[src/design/mem_consts.svh]
`ifndef MEM_CONSTS_SVH
`define MEM_CONSTS_SVH

// Data word and row packing.
`define MEM_WIDTH    32
`define MEM_NUMWRDS  4
`define MEM_BITWRDS  2

// Physical bank array.
`define MEM_NUMBANK  4
`define MEM_BITBANK  2
`define MEM_NUMSROW  64
`define MEM_BITSROW  6
`define MEM_BITADDR  10  // Bank, then sub-row, then lane.

`define MEM_DELAY    2   // Edges from read sampling to valid row data.

// Refresh timing per bank.
`define MEM_REFFREQ  16
`define MEM_NUMRBNK  4
`define MEM_BITRBNK  2

`endif

[src/design/mem_addr_pkg.sv]
`include "mem_consts.svh"

package mem_addr_pkg;

  typedef logic [`MEM_BITADDR-1:0] addr_t;  // Flat word address.
  typedef logic [`MEM_BITBANK-1:0] bank_t;
  typedef logic [`MEM_BITSROW-1:0] srow_t;
  typedef logic [`MEM_BITWRDS-1:0] lane_t;
  typedef logic [`MEM_BITRBNK-1:0] rbank_t;

  // Per-bank vectors, bank 0 in the low bits.
  typedef logic [`MEM_NUMBANK-1:0]              bank_vec_t;
  typedef logic [`MEM_NUMBANK*`MEM_BITSROW-1:0] srow_vec_t;
  typedef logic [`MEM_NUMBANK*`MEM_BITRBNK-1:0] rbank_vec_t;

endpackage

[src/design/mem_data_pkg.sv]
`include "mem_consts.svh"

package mem_data_pkg;

  typedef logic [`MEM_WIDTH-1:0] word_t;

  // A physical row holds MEM_NUMWRDS words, lane 0 in the low bits.
  typedef logic [`MEM_NUMWRDS*`MEM_WIDTH-1:0] row_t;
  typedef logic [`MEM_NUMWRDS-1:0]            lane_mask_t;

  typedef logic [`MEM_NUMBANK*`MEM_NUMWRDS*`MEM_WIDTH-1:0] row_vec_t;

endpackage

[src/design/access_decode.sv]
`timescale 1ns/1ns
`include "mem_consts.svh"

module access_decode (
  input  logic                clk,
  input  logic                rst_n,
  input  logic                read,
  input  logic                write,
  input  mem_addr_pkg::addr_t addr,
  input  mem_data_pkg::word_t din,
  output logic                ready,
  output logic                dec_read,
  output logic                dec_write,
  output mem_addr_pkg::bank_t dec_bank,
  output mem_addr_pkg::srow_t dec_srow,
  output mem_addr_pkg::lane_t dec_lane,
  output mem_data_pkg::word_t dec_din,
  output logic                dec_clear
);

  import mem_addr_pkg::*;

  typedef enum logic {ST_CLEAR, ST_RUN} state_t;

  state_t state;
  srow_t  sweep_cnt;
  logic   accept;

  assign accept = ready & (read | write);  // Requests before ready are dropped.

  //////////////////////////////////////////////////
  // Clear sweep and request strobes
  //////////////////////////////////////////////////
  always_ff @(posedge clk) begin
    if (!rst_n) begin
      state     <= ST_CLEAR;
      sweep_cnt <= '0;
      dec_clear <= 1'b0;
      ready     <= 1'b0;
      dec_read  <= 1'b0;
      dec_write <= 1'b0;
    end else begin
      dec_read  <= read & ready;
      dec_write <= write & ready;
      case (state)
        ST_CLEAR: begin
          dec_clear <= 1'b1;                 // One row of every bank per cycle.
          sweep_cnt <= sweep_cnt + 1'b1;
          if (sweep_cnt == srow_t'(`MEM_NUMSROW - 1)) begin
            state <= ST_RUN;
          end
        end
        default: begin
          dec_clear <= 1'b0;
          ready     <= 1'b1;
        end
      endcase
    end
  end

  // Address fields, bank on top and lane at the bottom.
  always_ff @(posedge clk) begin
    if (state == ST_CLEAR) begin
      dec_srow <= sweep_cnt;
    end else if (accept) begin
      dec_bank <= addr[`MEM_BITADDR-1 -: `MEM_BITBANK];
      dec_srow <= addr[`MEM_BITWRDS +: `MEM_BITSROW];
      dec_lane <= addr[`MEM_BITWRDS-1:0];
      dec_din  <= din;
    end
  end

endmodule

[src/design/row_align.sv]
`timescale 1ns/1ns
`include "mem_consts.svh"

module row_align (
  input  logic                      clk,
  input  logic                      rst_n,
  input  logic                      dec_read,
  input  logic                      dec_write,
  input  mem_addr_pkg::bank_t       dec_bank,
  input  mem_addr_pkg::srow_t       dec_srow,
  input  mem_addr_pkg::lane_t       dec_lane,
  input  mem_data_pkg::word_t       dec_din,
  input  logic                      dec_clear,
  output mem_addr_pkg::bank_vec_t   mem_read,
  output mem_addr_pkg::bank_vec_t   mem_write,
  output mem_addr_pkg::srow_vec_t   mem_addr,
  output mem_data_pkg::row_vec_t    mem_bw,
  output mem_data_pkg::row_vec_t    mem_din,
  output mem_addr_pkg::bank_vec_t   busy_next,
  output logic                      rd_issue,
  output mem_addr_pkg::lane_t       rd_lane,
  output mem_addr_pkg::bank_t       rd_bank
);

  import mem_addr_pkg::*;
  import mem_data_pkg::*;

  bank_vec_t  bank_sel;
  lane_mask_t lane_mask;
  row_t       row_bw;
  row_t       row_din;

  always_comb begin
    bank_sel            = '0;
    bank_sel[dec_bank]  = 1'b1;
    lane_mask           = '0;
    lane_mask[dec_lane] = 1'b1;
    for (int i = 0; i < `MEM_NUMWRDS; i++) begin
      row_bw[i*`MEM_WIDTH +: `MEM_WIDTH]  = {`MEM_WIDTH{lane_mask[i] | dec_clear}};
      row_din[i*`MEM_WIDTH +: `MEM_WIDTH] = dec_clear ? '0 : dec_din;  // Word in every lane.
    end
  end

  // Banks that carry a command in the next registered cycle.
  assign busy_next = dec_clear ? '1 : ((dec_read | dec_write) ? bank_sel : '0);

  always_ff @(posedge clk) begin
    if (!rst_n) begin
      mem_read  <= '0;
      mem_write <= '0;
      rd_issue  <= 1'b0;
    end else begin
      mem_read  <= dec_read ? bank_sel : '0;
      mem_write <= dec_clear ? '1 : (dec_write ? bank_sel : '0);
      rd_issue  <= dec_read;
    end
  end

  always_ff @(posedge clk) begin
    mem_addr <= {`MEM_NUMBANK{dec_srow}};  // Only the strobed bank uses it.
    mem_bw   <= {`MEM_NUMBANK{row_bw}};
    mem_din  <= {`MEM_NUMBANK{row_din}};
    rd_lane  <= dec_lane;
    rd_bank  <= dec_bank;
  end

endmodule

[src/design/refresh_sched.sv]
`timescale 1ns/1ns
`include "mem_consts.svh"

module refresh_sched (
  input  logic                     clk,
  input  logic                     rst_n,
  input  mem_addr_pkg::bank_vec_t  busy_next,
  output mem_addr_pkg::bank_vec_t  mem_refr,
  output mem_addr_pkg::rbank_vec_t mem_refr_bank
);

  import mem_addr_pkg::*;

  typedef logic [$clog2(`MEM_REFFREQ)-1:0] tick_t;

  tick_t     period_cnt [`MEM_NUMBANK];
  rbank_t    next_rbank [`MEM_NUMBANK];
  bank_vec_t pending;
  bank_vec_t tick_done;
  bank_vec_t issue;

  always_comb begin
    for (int b = 0; b < `MEM_NUMBANK; b++) begin
      tick_done[b] = (period_cnt[b] == tick_t'(`MEM_REFFREQ - 1));
      issue[b]     = pending[b] & ~busy_next[b];  // Access always wins the bank.
    end
  end

  //////////////////////////////////////////////////
  // Per-bank timers
  //////////////////////////////////////////////////
  always_ff @(posedge clk) begin
    if (!rst_n) begin
      pending       <= '0;
      mem_refr      <= '0;
      mem_refr_bank <= '0;
      for (int b = 0; b < `MEM_NUMBANK; b++) begin
        period_cnt[b] <= '0;
        next_rbank[b] <= '0;
      end
    end else begin
      for (int b = 0; b < `MEM_NUMBANK; b++) begin
        period_cnt[b] <= tick_done[b] ? '0 : period_cnt[b] + 1'b1;
        pending[b]    <= tick_done[b] | (pending[b] & ~issue[b]);  // A flag, so no stacking.
        mem_refr[b]   <= issue[b];
        if (issue[b]) begin
          mem_refr_bank[b*`MEM_BITRBNK +: `MEM_BITRBNK] <= next_rbank[b];
          if (next_rbank[b] == rbank_t'(`MEM_NUMRBNK - 1)) begin
            next_rbank[b] <= '0;
          end else begin
            next_rbank[b] <= next_rbank[b] + 1'b1;
          end
        end
      end
    end
  end

endmodule

[src/design/read_return.sv]
`timescale 1ns/1ns
`include "mem_consts.svh"

module read_return (
  input  logic                   clk,
  input  logic                   rst_n,
  input  logic                   rd_issue,
  input  mem_addr_pkg::lane_t    rd_lane,
  input  mem_addr_pkg::bank_t    rd_bank,
  input  mem_data_pkg::row_vec_t mem_dout,
  output logic                   rd_vld,
  output mem_data_pkg::word_t    rd_dout
);

  import mem_addr_pkg::*;
  import mem_data_pkg::*;

  // Stage 0 lines up with the edge where the memory samples the read.
  logic [`MEM_DELAY:0] tag_vld;
  bank_t               tag_bank [`MEM_DELAY+1];
  lane_t               tag_lane [`MEM_DELAY+1];
  row_t                sel_row;
  word_t               sel_word;

  assign sel_row  = mem_dout[tag_bank[`MEM_DELAY]*$bits(row_t) +: $bits(row_t)];
  assign sel_word = sel_row[tag_lane[`MEM_DELAY]*$bits(word_t) +: $bits(word_t)];

  always_ff @(posedge clk) begin
    if (!rst_n) begin
      tag_vld <= '0;
      rd_vld  <= 1'b0;
    end else begin
      tag_vld <= {tag_vld[`MEM_DELAY-1:0], rd_issue};
      rd_vld  <= tag_vld[`MEM_DELAY];
    end
  end

  always_ff @(posedge clk) begin
    tag_bank[0] <= rd_bank;
    tag_lane[0] <= rd_lane;
    for (int i = 1; i <= `MEM_DELAY; i++) begin
      tag_bank[i] <= tag_bank[i-1];
      tag_lane[i] <= tag_lane[i-1];
    end
    if (tag_vld[`MEM_DELAY]) begin
      rd_dout <= sel_word;  // Row data is valid only in this cycle.
    end
  end

endmodule

[src/design/banked_mem_top.sv]
`timescale 1ns/1ns

module banked_mem_top (
  input  logic                     clk,
  input  logic                     rst_n,
  input  logic                     read,
  input  logic                     write,
  input  mem_addr_pkg::addr_t      addr,
  input  mem_data_pkg::word_t      din,
  output logic                     ready,
  output logic                     rd_vld,
  output mem_data_pkg::word_t      rd_dout,
  output mem_addr_pkg::bank_vec_t  mem_read,
  output mem_addr_pkg::bank_vec_t  mem_write,
  output mem_addr_pkg::srow_vec_t  mem_addr,
  output mem_data_pkg::row_vec_t   mem_bw,
  output mem_data_pkg::row_vec_t   mem_din,
  input  mem_data_pkg::row_vec_t   mem_dout,
  output mem_addr_pkg::bank_vec_t  mem_refr,
  output mem_addr_pkg::rbank_vec_t mem_refr_bank
);

  import mem_addr_pkg::*;
  import mem_data_pkg::*;

  logic      dec_read;
  logic      dec_write;
  logic      dec_clear;
  bank_t     dec_bank;
  srow_t     dec_srow;
  lane_t     dec_lane;
  word_t     dec_din;
  bank_vec_t busy_next;
  logic      rd_issue;
  lane_t     rd_lane;
  bank_t     rd_bank;

  access_decode u_decode (
    .clk(clk), .rst_n(rst_n), .read(read), .write(write), .addr(addr), .din(din),
    .ready(ready), .dec_read(dec_read), .dec_write(dec_write), .dec_bank(dec_bank),
    .dec_srow(dec_srow), .dec_lane(dec_lane), .dec_din(dec_din), .dec_clear(dec_clear)
  );

  row_align u_align (
    .clk(clk), .rst_n(rst_n), .dec_read(dec_read), .dec_write(dec_write),
    .dec_bank(dec_bank), .dec_srow(dec_srow), .dec_lane(dec_lane), .dec_din(dec_din),
    .dec_clear(dec_clear), .mem_read(mem_read), .mem_write(mem_write),
    .mem_addr(mem_addr), .mem_bw(mem_bw), .mem_din(mem_din), .busy_next(busy_next),
    .rd_issue(rd_issue), .rd_lane(rd_lane), .rd_bank(rd_bank)
  );

  refresh_sched u_refresh (  // Runs beside the align stage.
    .clk(clk), .rst_n(rst_n), .busy_next(busy_next),
    .mem_refr(mem_refr), .mem_refr_bank(mem_refr_bank)
  );

  read_return u_return (
    .clk(clk), .rst_n(rst_n), .rd_issue(rd_issue), .rd_lane(rd_lane),
    .rd_bank(rd_bank), .mem_dout(mem_dout), .rd_vld(rd_vld), .rd_dout(rd_dout)
  );

endmodule

[config.mk]
export PLATFORM = sky130hd
export DESIGN_NAME = banked_mem_top
export DESIGN_NICKNAME = d
export VERILOG_FILES = /design/src/design/mem_addr_pkg.sv /design/src/design/mem_data_pkg.sv /design/src/design/access_decode.sv /design/src/design/row_align.sv /design/src/design/refresh_sched.sv /design/src/design/read_return.sv /design/src/design/banked_mem_top.sv
export VERILOG_INCLUDE_DIRS = /design/src /design/src/design
export SDC_FILE = /design/constraint.sdc
export NUM_CORES = 1
export LEC_CHECK = 0
export BUFFER_PORTS_ARGS = -buffer_cell sky130_fd_sc_hd__clkbuf_2
export CAP_MARGIN = 10
export CORE_AREA = 4 4 637 639
export CTS_BUF_LIST = sky130_fd_sc_hd__clkbuf_2
export CTS_CLUSTER_DIAMETER = 120
export DETAILED_ROUTE_END_ITERATION = 10
export DIE_AREA = 0 0 641 643
export SLEW_MARGIN = 20
export SYNTH_ARGS = -nofsm -noshare
export SYNTH_HDL_FRONTEND = slang
export SYNTH_SLANG_ARGS = --single-unit
[constraint.sdc]
create_clock -name clk -period 5.3 [get_ports clk]
set_input_delay 0 -clock clk [delete_from_list [all_inputs] [get_ports clk]]
set_output_delay 0 -clock clk [all_outputs]
set_load 0.01 [all_outputs]
==> results.toml, run 1 <==
[clock_network]
root_buffer = "clkbuf_2"
htree_levels = 4
clockBufferDepth = 3
clock_latency_ns = 1.37
cts_tree = "yes"
cts_hold_buf = 442
cts_buffers = 21
clk_pin_slew_ns = 0.46
clock-sinks = 196
cts_setup_buffers = 0
postCtsResizedCells = 0

[detailed_routing]
first_iter_violations = 2202
ant_nets = 1
wirelength_um = 214000
drc = 0
vias = 18000
wl_per_cell_um = 26.0
drt_first_pass_iters = 5
vias_per_cell = 2.19

[floorplan]
die_area_sq_um = 412000
die_w_um = 641
fp.dieH_um = 643
initial_core_util_pct = 4.33
rows = 232
core_area_sq_um = 399000
io_pins = 1660

[global_route]
grt_first_pass_wirelength_um = 246000
grt_usage_pct = 9.84
antenna_found_initial = 277
grt_max_degree = 120
grt_pass1_vias = 15700
grt.overflow.total = 0

[pwr]
power.density_nw_per_um2 = 130
ir_drop_mv = 0.247
power.leakage_nw = 12.4

[timing]
fin_crit_sh_pct = 88.0
timing.final.max_slew_violations = 0
setup_viol = 0
maxSlewHeadroom_pct = 21.8
final.setup.tns_ns = 0
skew_ns = 0.264
tightest_slew_ns = 1.17
rsz0062_at_grt = "false"
fin_crit_ns = 4.66
fmax_mhz = 214
finalHoldViolCount = 0

[yosys]
synth_cell_types = 35
postSynthAreaPerCell_sq_um = 10.2
netlist_top_cells_area = "buf_4 (44%), mux4_2 (17%), edfxtp_1 (14%)"
async_reset_ff_share_pct = 0
synth_ff_type = "dfxtp_1"
syn_area_sq_um = 17300
synth-seq-cells = 196
synth-edff-count = 82
syn_nets = 2255
synthTopCellsByCount = "buf_4 (1015), mux4_2 (128), dfxtp_1 (114), edfxtp_1 (82), a22oi_1 (64)"
yosysTopAreaCell = "buf_4"
synthMostInstantiatedCell = "buf_4"
yosysSeqAreaShare_pct = 27.4
synth_top_cell_area_share_pct = 44.1
ys_warn_count = 0
syn_inst = 1688

[worst_setup_path]
cp-startpoint = "u_return.tag_bank[0][4]$_DFF_P_"
end_kind = "flop"
arrival_ns = 5.79
max_stage_delay_ns = 0.78
path_class = "flop to flop"
worstPathRequired_ns = 6.42
cp_slowest_cell = "dfxtp_4"
path_cells = "buf_12, mux4_2, dlygate4sd3_1, a22oi_1, dlygate4sd3_1, nand2_1, dlygate4sd3_1, dlygate4sd3_1"
r2r_start = "u_return.tag_bank[0][4]$_DFF_P_"
path_common_cell = "dlygate4sd3_1"
cp_max_fo = 61
critPathLaunchType = "flop"

[finish]
drive_gt1_share_pct = 67.6
multi_input_area_sq_um = 4720
fin_cells = 8218
final_nets = 3345
regArea_sq_um = 4790
area_growth_pct = 72.2
fillers = 46700

[placement]
dp_hpwl_um = 192000
port_buffers = 1659
routabilityCongestion = 0.948
dp_cells = 7577

[outcome]
status = "complete, but fails checks"
violations = "antenna violations"

[run]
cap_violations = 0

[worst_hold_path]
min_path_type = "flop to flop"
hp-start = "u_align.rd_bank[1]$_DFF_P_"
[registers in the layout, summed over array words and instances, names as in the netlist, 8 cells and up]
register,count
u_return.rd_dout,32
u_align.mem_din,32
u_refresh.next_rbank,8
u_refresh.period_cnt,16
u_decode.dec_din,32
u_refresh.mem_refr_bank,8
[cell families (layout without fill, tap and decap cells)]
logic type                 after synthesis  after routing  synth area share [%]
buffers and inverters                 1076           2176                  45.4
xor gates and xnor gates                 8              8                 0.405
DFF                                    196            196                  27.4
adders and majority gates                9              9                 0.651
and+or+nand+nor                        156            156                  4.49
other                                    0            165                     0
AOI/OAI and AO/OA                      100            100                  4.00
muxes                                  143            143                  17.6
[worst max-delay path: cells and delay by family, from the launching register on]
family,cells,cell delay (ns)
compound gates,1,0.20
simple gates,1,0.06
buf+inv,5,2.75
flops,1,0.78
mux,1,0.58
[power breakdown]
group	switching [mW]	internal [mW]	leakage, nW	total [mW]
Sequential	0.0826	1.60	1.71	1.68
Clock	0.801	0.197	0.145	0.998
Combinational	0.583	0.598	10.6	1.18
[metrics by stage]
stage / utilization, % / power (mW) / cell area [sq um] / setup slack (ns) / hold WS, ns
6_report: 7.46 / 3.86 / 29800 / 0.635 / 0.227
3_5_place_dp: 6.19 / 2.63 / 24700 / 2.80 / 0.179
3_3_place_gp: 6.19 / 2.63 / 24700 / 2.83 / 0.179
2_1_floorplan: - / 2.35 / 17300 / 2.53 / 0.0989
5_1_grt: 7.42 / 4.07 / 29600 / 0.430 / 0.163
4_1_cts: 7.35 / 3.98 / 29300 / 0.704 / 0.0769
[cell usage in the layout, fill, tap and decap left out, drive strengths merged, types with 2 or more instances in the layout]
cell type	count
nor4b	3
nor3	3
xnor2	5
nor4	3
nand4	2
buf	29
and3	6
mux2	6
diode	165
a31oi	3
clkinv	5
and2	5
nand4b	4
dfxtp	114
mux2i	9
nor2	37
nand2	46
nor2b	35
nand3	6
clkbuf	1682
a22oi	64
inv	16
edfxtp	82
dlygate4sd3	442
o211ai	3
nand2b	3
xor2	3
mux4	128
ha	9
a21oi	15
o21ai	14
[path summary, 6_finish.rpt]
| path | to | slack (ns) | cells past startpoint |
|---|---|---|---|
| worst max-delay path | u_return.rd_dout[4]$_DFFE_PP_ | 0.64 | 8 |
| worst min-delay path | u_return.tag_bank[0][1]$_DFF_P_ | 0.23 | 0 |
| worst max register to register | u_return.rd_dout[4]$_DFFE_PP_ | 0.64 | 8 |
| worst min register to register | u_return.tag_bank[0][1]$_DFF_P_ | 0.23 | 0 |
[layer usage]
layer	vias to the layer above	global-route usage [%]	part of all wire, %	wire length, um
li1	7090	-	-	-
met1	8603	11.0	34	73400
met2	1717	16.9	48	102000
met3	497	3.29	12	25100
met4	106	4.22	5.8	12500
met5	-	0	0.34	732
[cell type report]
class	count	share of cell area (%)
clock buffers	23	0.387
multi-input cells	416	15.9
clock inverters	10	0.357
inverters	13	0.164
repair buffers	2130	43.6
flip-flops and latches	196	16.1
diodes	165	1.39
well taps	5265	22.1
No activity file was read; power rests on OpenSTA's default activity.
==> run 2, diff against run 1 <==
Settings changed: ABC_AREA from default to 1, CORE_AREA 4 4 637 639 to 4 4 645 647, DIE_AREA 0 0 641 643 to 0 0 649 651.
==> run 2 against run 1 <==
  * The run now ends clean
  * Via count grew 33%
  * Sequential cell count is the same
  * Combinational power up 8%
  * Hold slack better by 0.058 ns
  * Critical path depth grew 5
  * Clock power barely moved
  * Area after synthesis increased by 17%
  * Critical path type unchanged
  * Largest cell class unchanged
==> results.toml, run 2 <==
[worst_setup_path]
worstPathRequired_ns = 6.53
critPathLaunchType = "flop"
path_cells = "buf_16, nand2_1, dlygate4sd3_1, nand2_1, dlygate4sd3_1, nand2_1, dlygate4sd3_1, nand3_1, dlygate4sd3_1, nand3_1, dlygate4sd3_1, nand2_1, dlygate4sd3_1"
worstPathBufferInverterCount = 7
max_stage_delay_ns = 0.64
end_kind = "flop"
cp_slowest_cell = "dfxtp_4"
cp-startpoint = "u_return.tag_bank[0][4]$_DFF_P_"
arrival_ns = 6.43
path_common_cell = "dlygate4sd3_1"
cp_max_fo = 114
critPathTopFamily = "buffers and inverters"
path_class = "flop to flop"
r2r_start = "u_return.tag_bank[0][4]$_DFF_P_"

[finish]
utilization_pct = 8.24
area_growth_pct = 66.8
largest_registers = "u_align.mem_din x32, u_decode.dec_din x32, u_return.rd_dout x32"
final_area_sq_um = 33700
drive_gt1_share_pct = 41.7
fin_cells = 9723
final_common_cell = "clkbuf_2"
final_nets = 4798
most-common-layout-cells = "clkbuf_2 (1681), nand2_1 (741), dlygate4sd3_1 (594)"

[floorplan]
io_pins = 1660
fp.dieH_um = 651
die_area_sq_um = 422000
core_area_sq_um = 410000
rows = 235
initial_core_util_pct = 4.94
die_w_um = 649

[timing]
layout_setup_ws_ns = 0.104
setup_viol = 0
skew_ns = 0.221
maxSlewHeadroom_pct = 22.5
rsz0062_at_grt = "false"
tightest_slew_ns = 1.16
fin_crit_sh_pct = 98.0
holdWs_ns = 0.285
finalHoldViolCount = 0
timing.final.max_slew_violations = 0
final.setup.tns_ns = 0
fin_crit_ns = 5.20
fmax_mhz = 192

[yosys]
syn_inst = 3037
synth-seq-cells = 196
syn_nets = 3604
async_reset_ff_share_pct = 0
synth_cell_types = 24
yosysSeqAreaShare_pct = 23.5
synthTopCellsByCount = "buf_4 (1022), nand2_1 (741), inv_1 (444), nand3_1 (405), dfxtp_1 (114)"
ys_warn_count = 0
synthMostInstantiatedCell = "buf_4"
yosysTopAreaCell = "buf_4"
synth_top_cell_area_share_pct = 37.9
synth-edff-count = 82
netlist_top_cells_area = "buf_4 (38%), nand2_1 (14%), edfxtp_1 (12%)"
syn_area_sq_um = 20200
synth_ff_type = "dfxtp_1"
postSynthAreaPerCell_sq_um = 6.66

[global_route]
grt_usage_pct = 8.25
grt_pass1_vias = 22500
antenna_found_initial = 95
grt.overflow.total = 0
grt_max_degree = 130
grt_first_pass_wirelength_um = 229000

[pwr]
power.leakage_nw = 16.5
ir_drop_mv = 0.0966
p_clk_share_pct = 25.6
cellInternalPower_mw = 2.37
p_sw_mw = 1.61
power.density_nw_per_um2 = 118
pwr-share-comb_pct = 32.2
switching_share_pct = 40.4
p_seq_share_pct = 42.3
fin_total_pwr_mw = 3.98

[clock_network]
htree_levels = 4
clk_pin_slew_ns = 0.55
cts_tree = "yes"
clock_latency_ns = 1.26
cts_buffers = 21
root_buffer = "clkbuf_2"
cts_setup_buffers = 0
clock-sinks = 196
clockBufferDepth = 3

[detailed_routing]
vias = 24000
drt_first_pass_iters = 5
wl_per_cell_um = 18.9
first_iter_violations = 2688
drc = 0
vias_per_cell = 2.46
ant_nets = 0
wirelength_um = 184000

[worst_hold_path]
min_path_type = "flop to flop"
hp-start = "u_return.tag_lane[0][3]$_DFF_P_"

[placement]
dp_hpwl_um = 156000
port_buffers = 1659
dpl-instance-area_sq_um = 27400
pre_cts_ws_ns = 2.70
routabilityCongestion = 0.990
dp_cells = 9064

[run]
cap_violations = 0

[outcome]
status = "finished, final reports clean"
-- run 2: cell types whose count changed after synthesis, sizes merged, moves of 31 or more --
cell and delta:
buf +71, inv +434, mux4 -128, nand2 +695, a22oi -64, nor2b -35
nor2 +31, nand3 +399
-- run 2: worst paths after layout --
path	cells past startpoint	endpoint	slack, ns
worst max-delay path	13	u_return.rd_dout[6]$_DFFE_PP_	0.10
worst min-delay path	0	u_return.tag_lane[0][5]$_DFF_P_	0.29
worst max register to register	13	u_return.rd_dout[6]$_DFFE_PP_	0.10
worst min register to register	0	u_return.tag_lane[0][5]$_DFF_P_	0.29
-- run 2: kinds of logic (layout without fill, tap and decap cells) --
kind of cell,after synthesis,after routing,synth area share (%)
XOR/XNOR,7,7,0.303
other,0,31,0
adder cells (fa/ha/maj),9,9,0.557
AND/OR/NAND/NOR,1234,1234,25.6
flip-flops,196,196,23.5
buffers and inverters,1569,2773,49.5
AO/OA/AOI/OAI,22,22,0.545
-- run 2: layout make-up --
class                      instances  area [sq um]
sequential                       196          4810
fill                           48300        376000
multi-input combinational       1272          5470
inverter                         447          1700
timing repair buffer            2293         14600
tap                             5451          6820
clock inverter                    11           118
antenna                           31          77.6
clock buffer                      22           110
-- run 2: power by group through the flow --
stage	combinational [mW]	sequential [mW]	clock, mW
6_report	1.28	1.68	1.02
5_1_grt	1.37	1.70	1.20
4_1_cts	1.28	1.70	1.20
3_5_place_dp	1.04	1.72	0
3_3_place_gp	1.05	1.72	0
2_1_floorplan	0.691	1.69	0
-- run 2: layer usage --
metal / vias to the layer above / GRT usage (%) / wire length [um]
met1: 11500 / 10.5 / 76100
met2: 1644 / 13.8 / 87200
met4: 38 / 2.16 / 4300
met5: - / 0 / 239
met3: 221 / 1.99 / 16000
li1: 10600 / - / -
-- run 2: what timing repair did --
action | in CTS | in global routing
endpoints found under the setup margin | 0 | 4
gates resized for setup | 0 | 5
endpoints found under the hold margin | 188 | 0
hold buffers | 594 | 0
==> run 3, diff against run 2 <==
Settings changed: CORE_AREA 4 4 645 647 to 4 4 649 651, DIE_AREA 0 0 649 651 to 0 0 653 655.
Clock period 5.3 ns to 5.35 ns, I/O delays scaled along.
==> run 3 against run 2 <==
  * Core utilization shrank 0.16 points
  * Design area shrank 0.59%
  * Final cell count grew 0.34%
  * Total power shrank 3.7%
  * Clock-buffer cell count grew 1
  * Die area grew 1.2%
  * Via count shrank 1.5%
  * Register-to-register slack gained 0.15 ns
  * Wire length grew 0.62%
  * First-iteration DRC count shrank 5.1%
  * Maximum frequency grew 2.0%
  * Sequential cell count is the same
  * Largest cell class unchanged
  * Highest routed layer unchanged
==> results.toml, run 3 (synthesis results as in run 2) <==
[timing]
rsz0062_at_grt = "false"
holdWs_ns = 0.259
fin_crit_ns = 5.10
setup_viol = 0
tightest_slew_ns = 1.19
fmax_mhz = 196
timing.final.max_slew_violations = 0
skew_ns = 0.176
final.setup.tns_ns = 0
maxSlewHeadroom_pct = 20.3
finalHoldViolCount = 0
fin_crit_sh_pct = 95.2

[worst_setup_path]
arrival_ns = 6.30
critPathLaunchType = "flop"
path_common_cell = "dlygate4sd3_1"
r2r_cells = 13
cp_max_fo = 109
reg2reg_to = "u_return.rd_dout[4]$_DFFE_PP_"
worstPathRequired_ns = 6.55
r2r_setup_slack_ns = 0.25
critPathTopFamily = "buffers and inverters"
critical_path_cell_count = 13
max_stage_delay_ns = 0.59
end_kind = "flop"
worstPathBufferInverterCount = 7
path_class = "flop to flop"
cp_slowest_cell = "dfxtp_4"
path_cells = "inv_8, buf_12, nand2_1, nand2_1, dlygate4sd3_1, nand2_1, dlygate4sd3_1, nand3_1, dlygate4sd3_1, nand3_1, dlygate4sd3_1, nand2_1, dlygate4sd3_1"
r2r_start = "u_return.tag_bank[0][4]$_DFF_P_"

[floorplan]
io_pins = 1660
fp.dieH_um = 655
core_area_sq_um = 415000
rows = 237
initial_core_util_pct = 4.87
die_area_sq_um = 428000
die_w_um = 653

[detailed_routing]
drc = 0
vias_per_cell = 2.42
drt_first_pass_iters = 5
vias = 23600
wirelength_um = 185000
ant_nets = 0
first_iter_violations = 2550
wl_per_cell_um = 19.0

[placement]
routabilityCongestion = 0.972
dp_cells = 9107
dpl-instance-area_sq_um = 27400
dp_hpwl_um = 157000
port_buffers = 1659

[worst_hold_path]
hp-start = "u_return.tag_bank[0][0]$_DFF_P_"
hold-path-cell-count = 0
holdPathEnd = "u_return.tag_bank[0][2]$_DFF_P_"
min_path_type = "flop to flop"

[pwr]
p_clk_share_pct = 24.7
power.density_nw_per_um2 = 114
power.leakage_nw = 16.4
p_seq_share_pct = 43.4
ir_drop_mv = 0.281
cellInternalPower_mw = 2.30
switching_share_pct = 40.1
p_sw_mw = 1.54
fin_total_pwr_mw = 3.83
pwr-share-comb_pct = 31.9

[global_route]
grt.overflow.total = 0
grt_first_pass_wirelength_um = 222000
grt_max_degree = 129
antenna_found_initial = 90
grt_pass1_vias = 21100
grt_usage_pct = 8.05

[finish]
final_area_sq_um = 33500
largest_registers = "u_align.mem_din x32, u_decode.dec_din x32, u_return.rd_dout x32"
fin_cells = 9756
final_common_cell = "clkbuf_2"
final_nets = 4777
drive_gt1_share_pct = 41.8
area_growth_pct = 65.9
most-common-layout-cells = "clkbuf_2 (1682), nand2_1 (741), dlygate4sd3_1 (576)"

[clock_network]
cts_buffers = 21
clk_pin_slew_ns = 0.49
clock_latency_ns = 1.28
clock-sinks = 196
clockBufferDepth = 3
cts_tree = "yes"
root_buffer = "clkbuf_2"
htree_levels = 4

[outcome]
status = "finished, final reports clean"

[run]
cap_violations = 0
run 3: power groups by stage:
stage,Combinational [mW],Sequential [mW],Clock (mW)
3_3_place_gp,0.996,1.70,0
3_5_place_dp,0.994,1.70,0
2_1_floorplan,0.685,1.68,0
6_report,1.22,1.66,0.945
4_1_cts,1.23,1.67,1.13
5_1_grt,1.32,1.68,1.13
run 3: final cells by class:
type / instances / area [sq um]
tap: 5497 / 6880
multi-input combinational: 1272 / 5470
fill: 49000 / 382000
inverter: 447 / 1690
timing repair buffer: 2272 / 14400
clock inverter: 10 / 80.1
antenna: 39 / 97.6
sequential: 196 / 4800
clock buffer: 23 / 115
run 3: how the worst max path moves through the flow:
stage | from | to
after detailed placement | u_return.tag_bank[0][4]$_DFF_P_ | u_return.rd_dout[20]$_DFFE_PP_
after floorplan | u_align.mem_bw[383]$_DFF_P_ | mem_bw[100]
final | u_return.tag_bank[0][4]$_DFF_P_ | u_return.rd_dout[4]$_DFFE_PP_
after global placement | u_return.tag_bank[0][4]$_DFF_P_ | u_return.rd_dout[29]$_DFFE_PP_
after global routing | u_return.tag_bank[0][4]$_DFF_P_ | u_return.rd_dout[4]$_DFFE_PP_
after CTS | u_return.tag_bank[0][4]$_DFF_P_ | u_return.rd_dout[0]$_DFFE_PP_
run 3: what timing repair did:
item | 4_1_cts | 5_1_grt
gates resized for setup | 0 | 1
setup buffers | 0 | 1
hold buffers | 576 | 0
hold endpoints to repair | 188 | 0
endpoints found under the setup margin | 0 | 16
run 3: stage by stage:
step,setup slack (ns),utilization (%)
floorplan,2.58,-
detailed placement,2.38,6.61
finish,0.254,8.07
CTS,0.0515,8.04
global route,0.0778,8.05
global placement,2.40,6.61
run 3: layer usage:
| metal | vias to the layer above | track usage (%) | wire length (um) |
|---|---|---|---|
| li1 | 10500 | - | - |
| met2 | 1673 | 13.5 | 87100 |
| met3 | 242 | 1.88 | 17300 |
| met1 | 11100 | 10.3 | 74800 |
| met5 | - | 0 | 202 |
| met4 | 32 | 2.22 | 5570 |
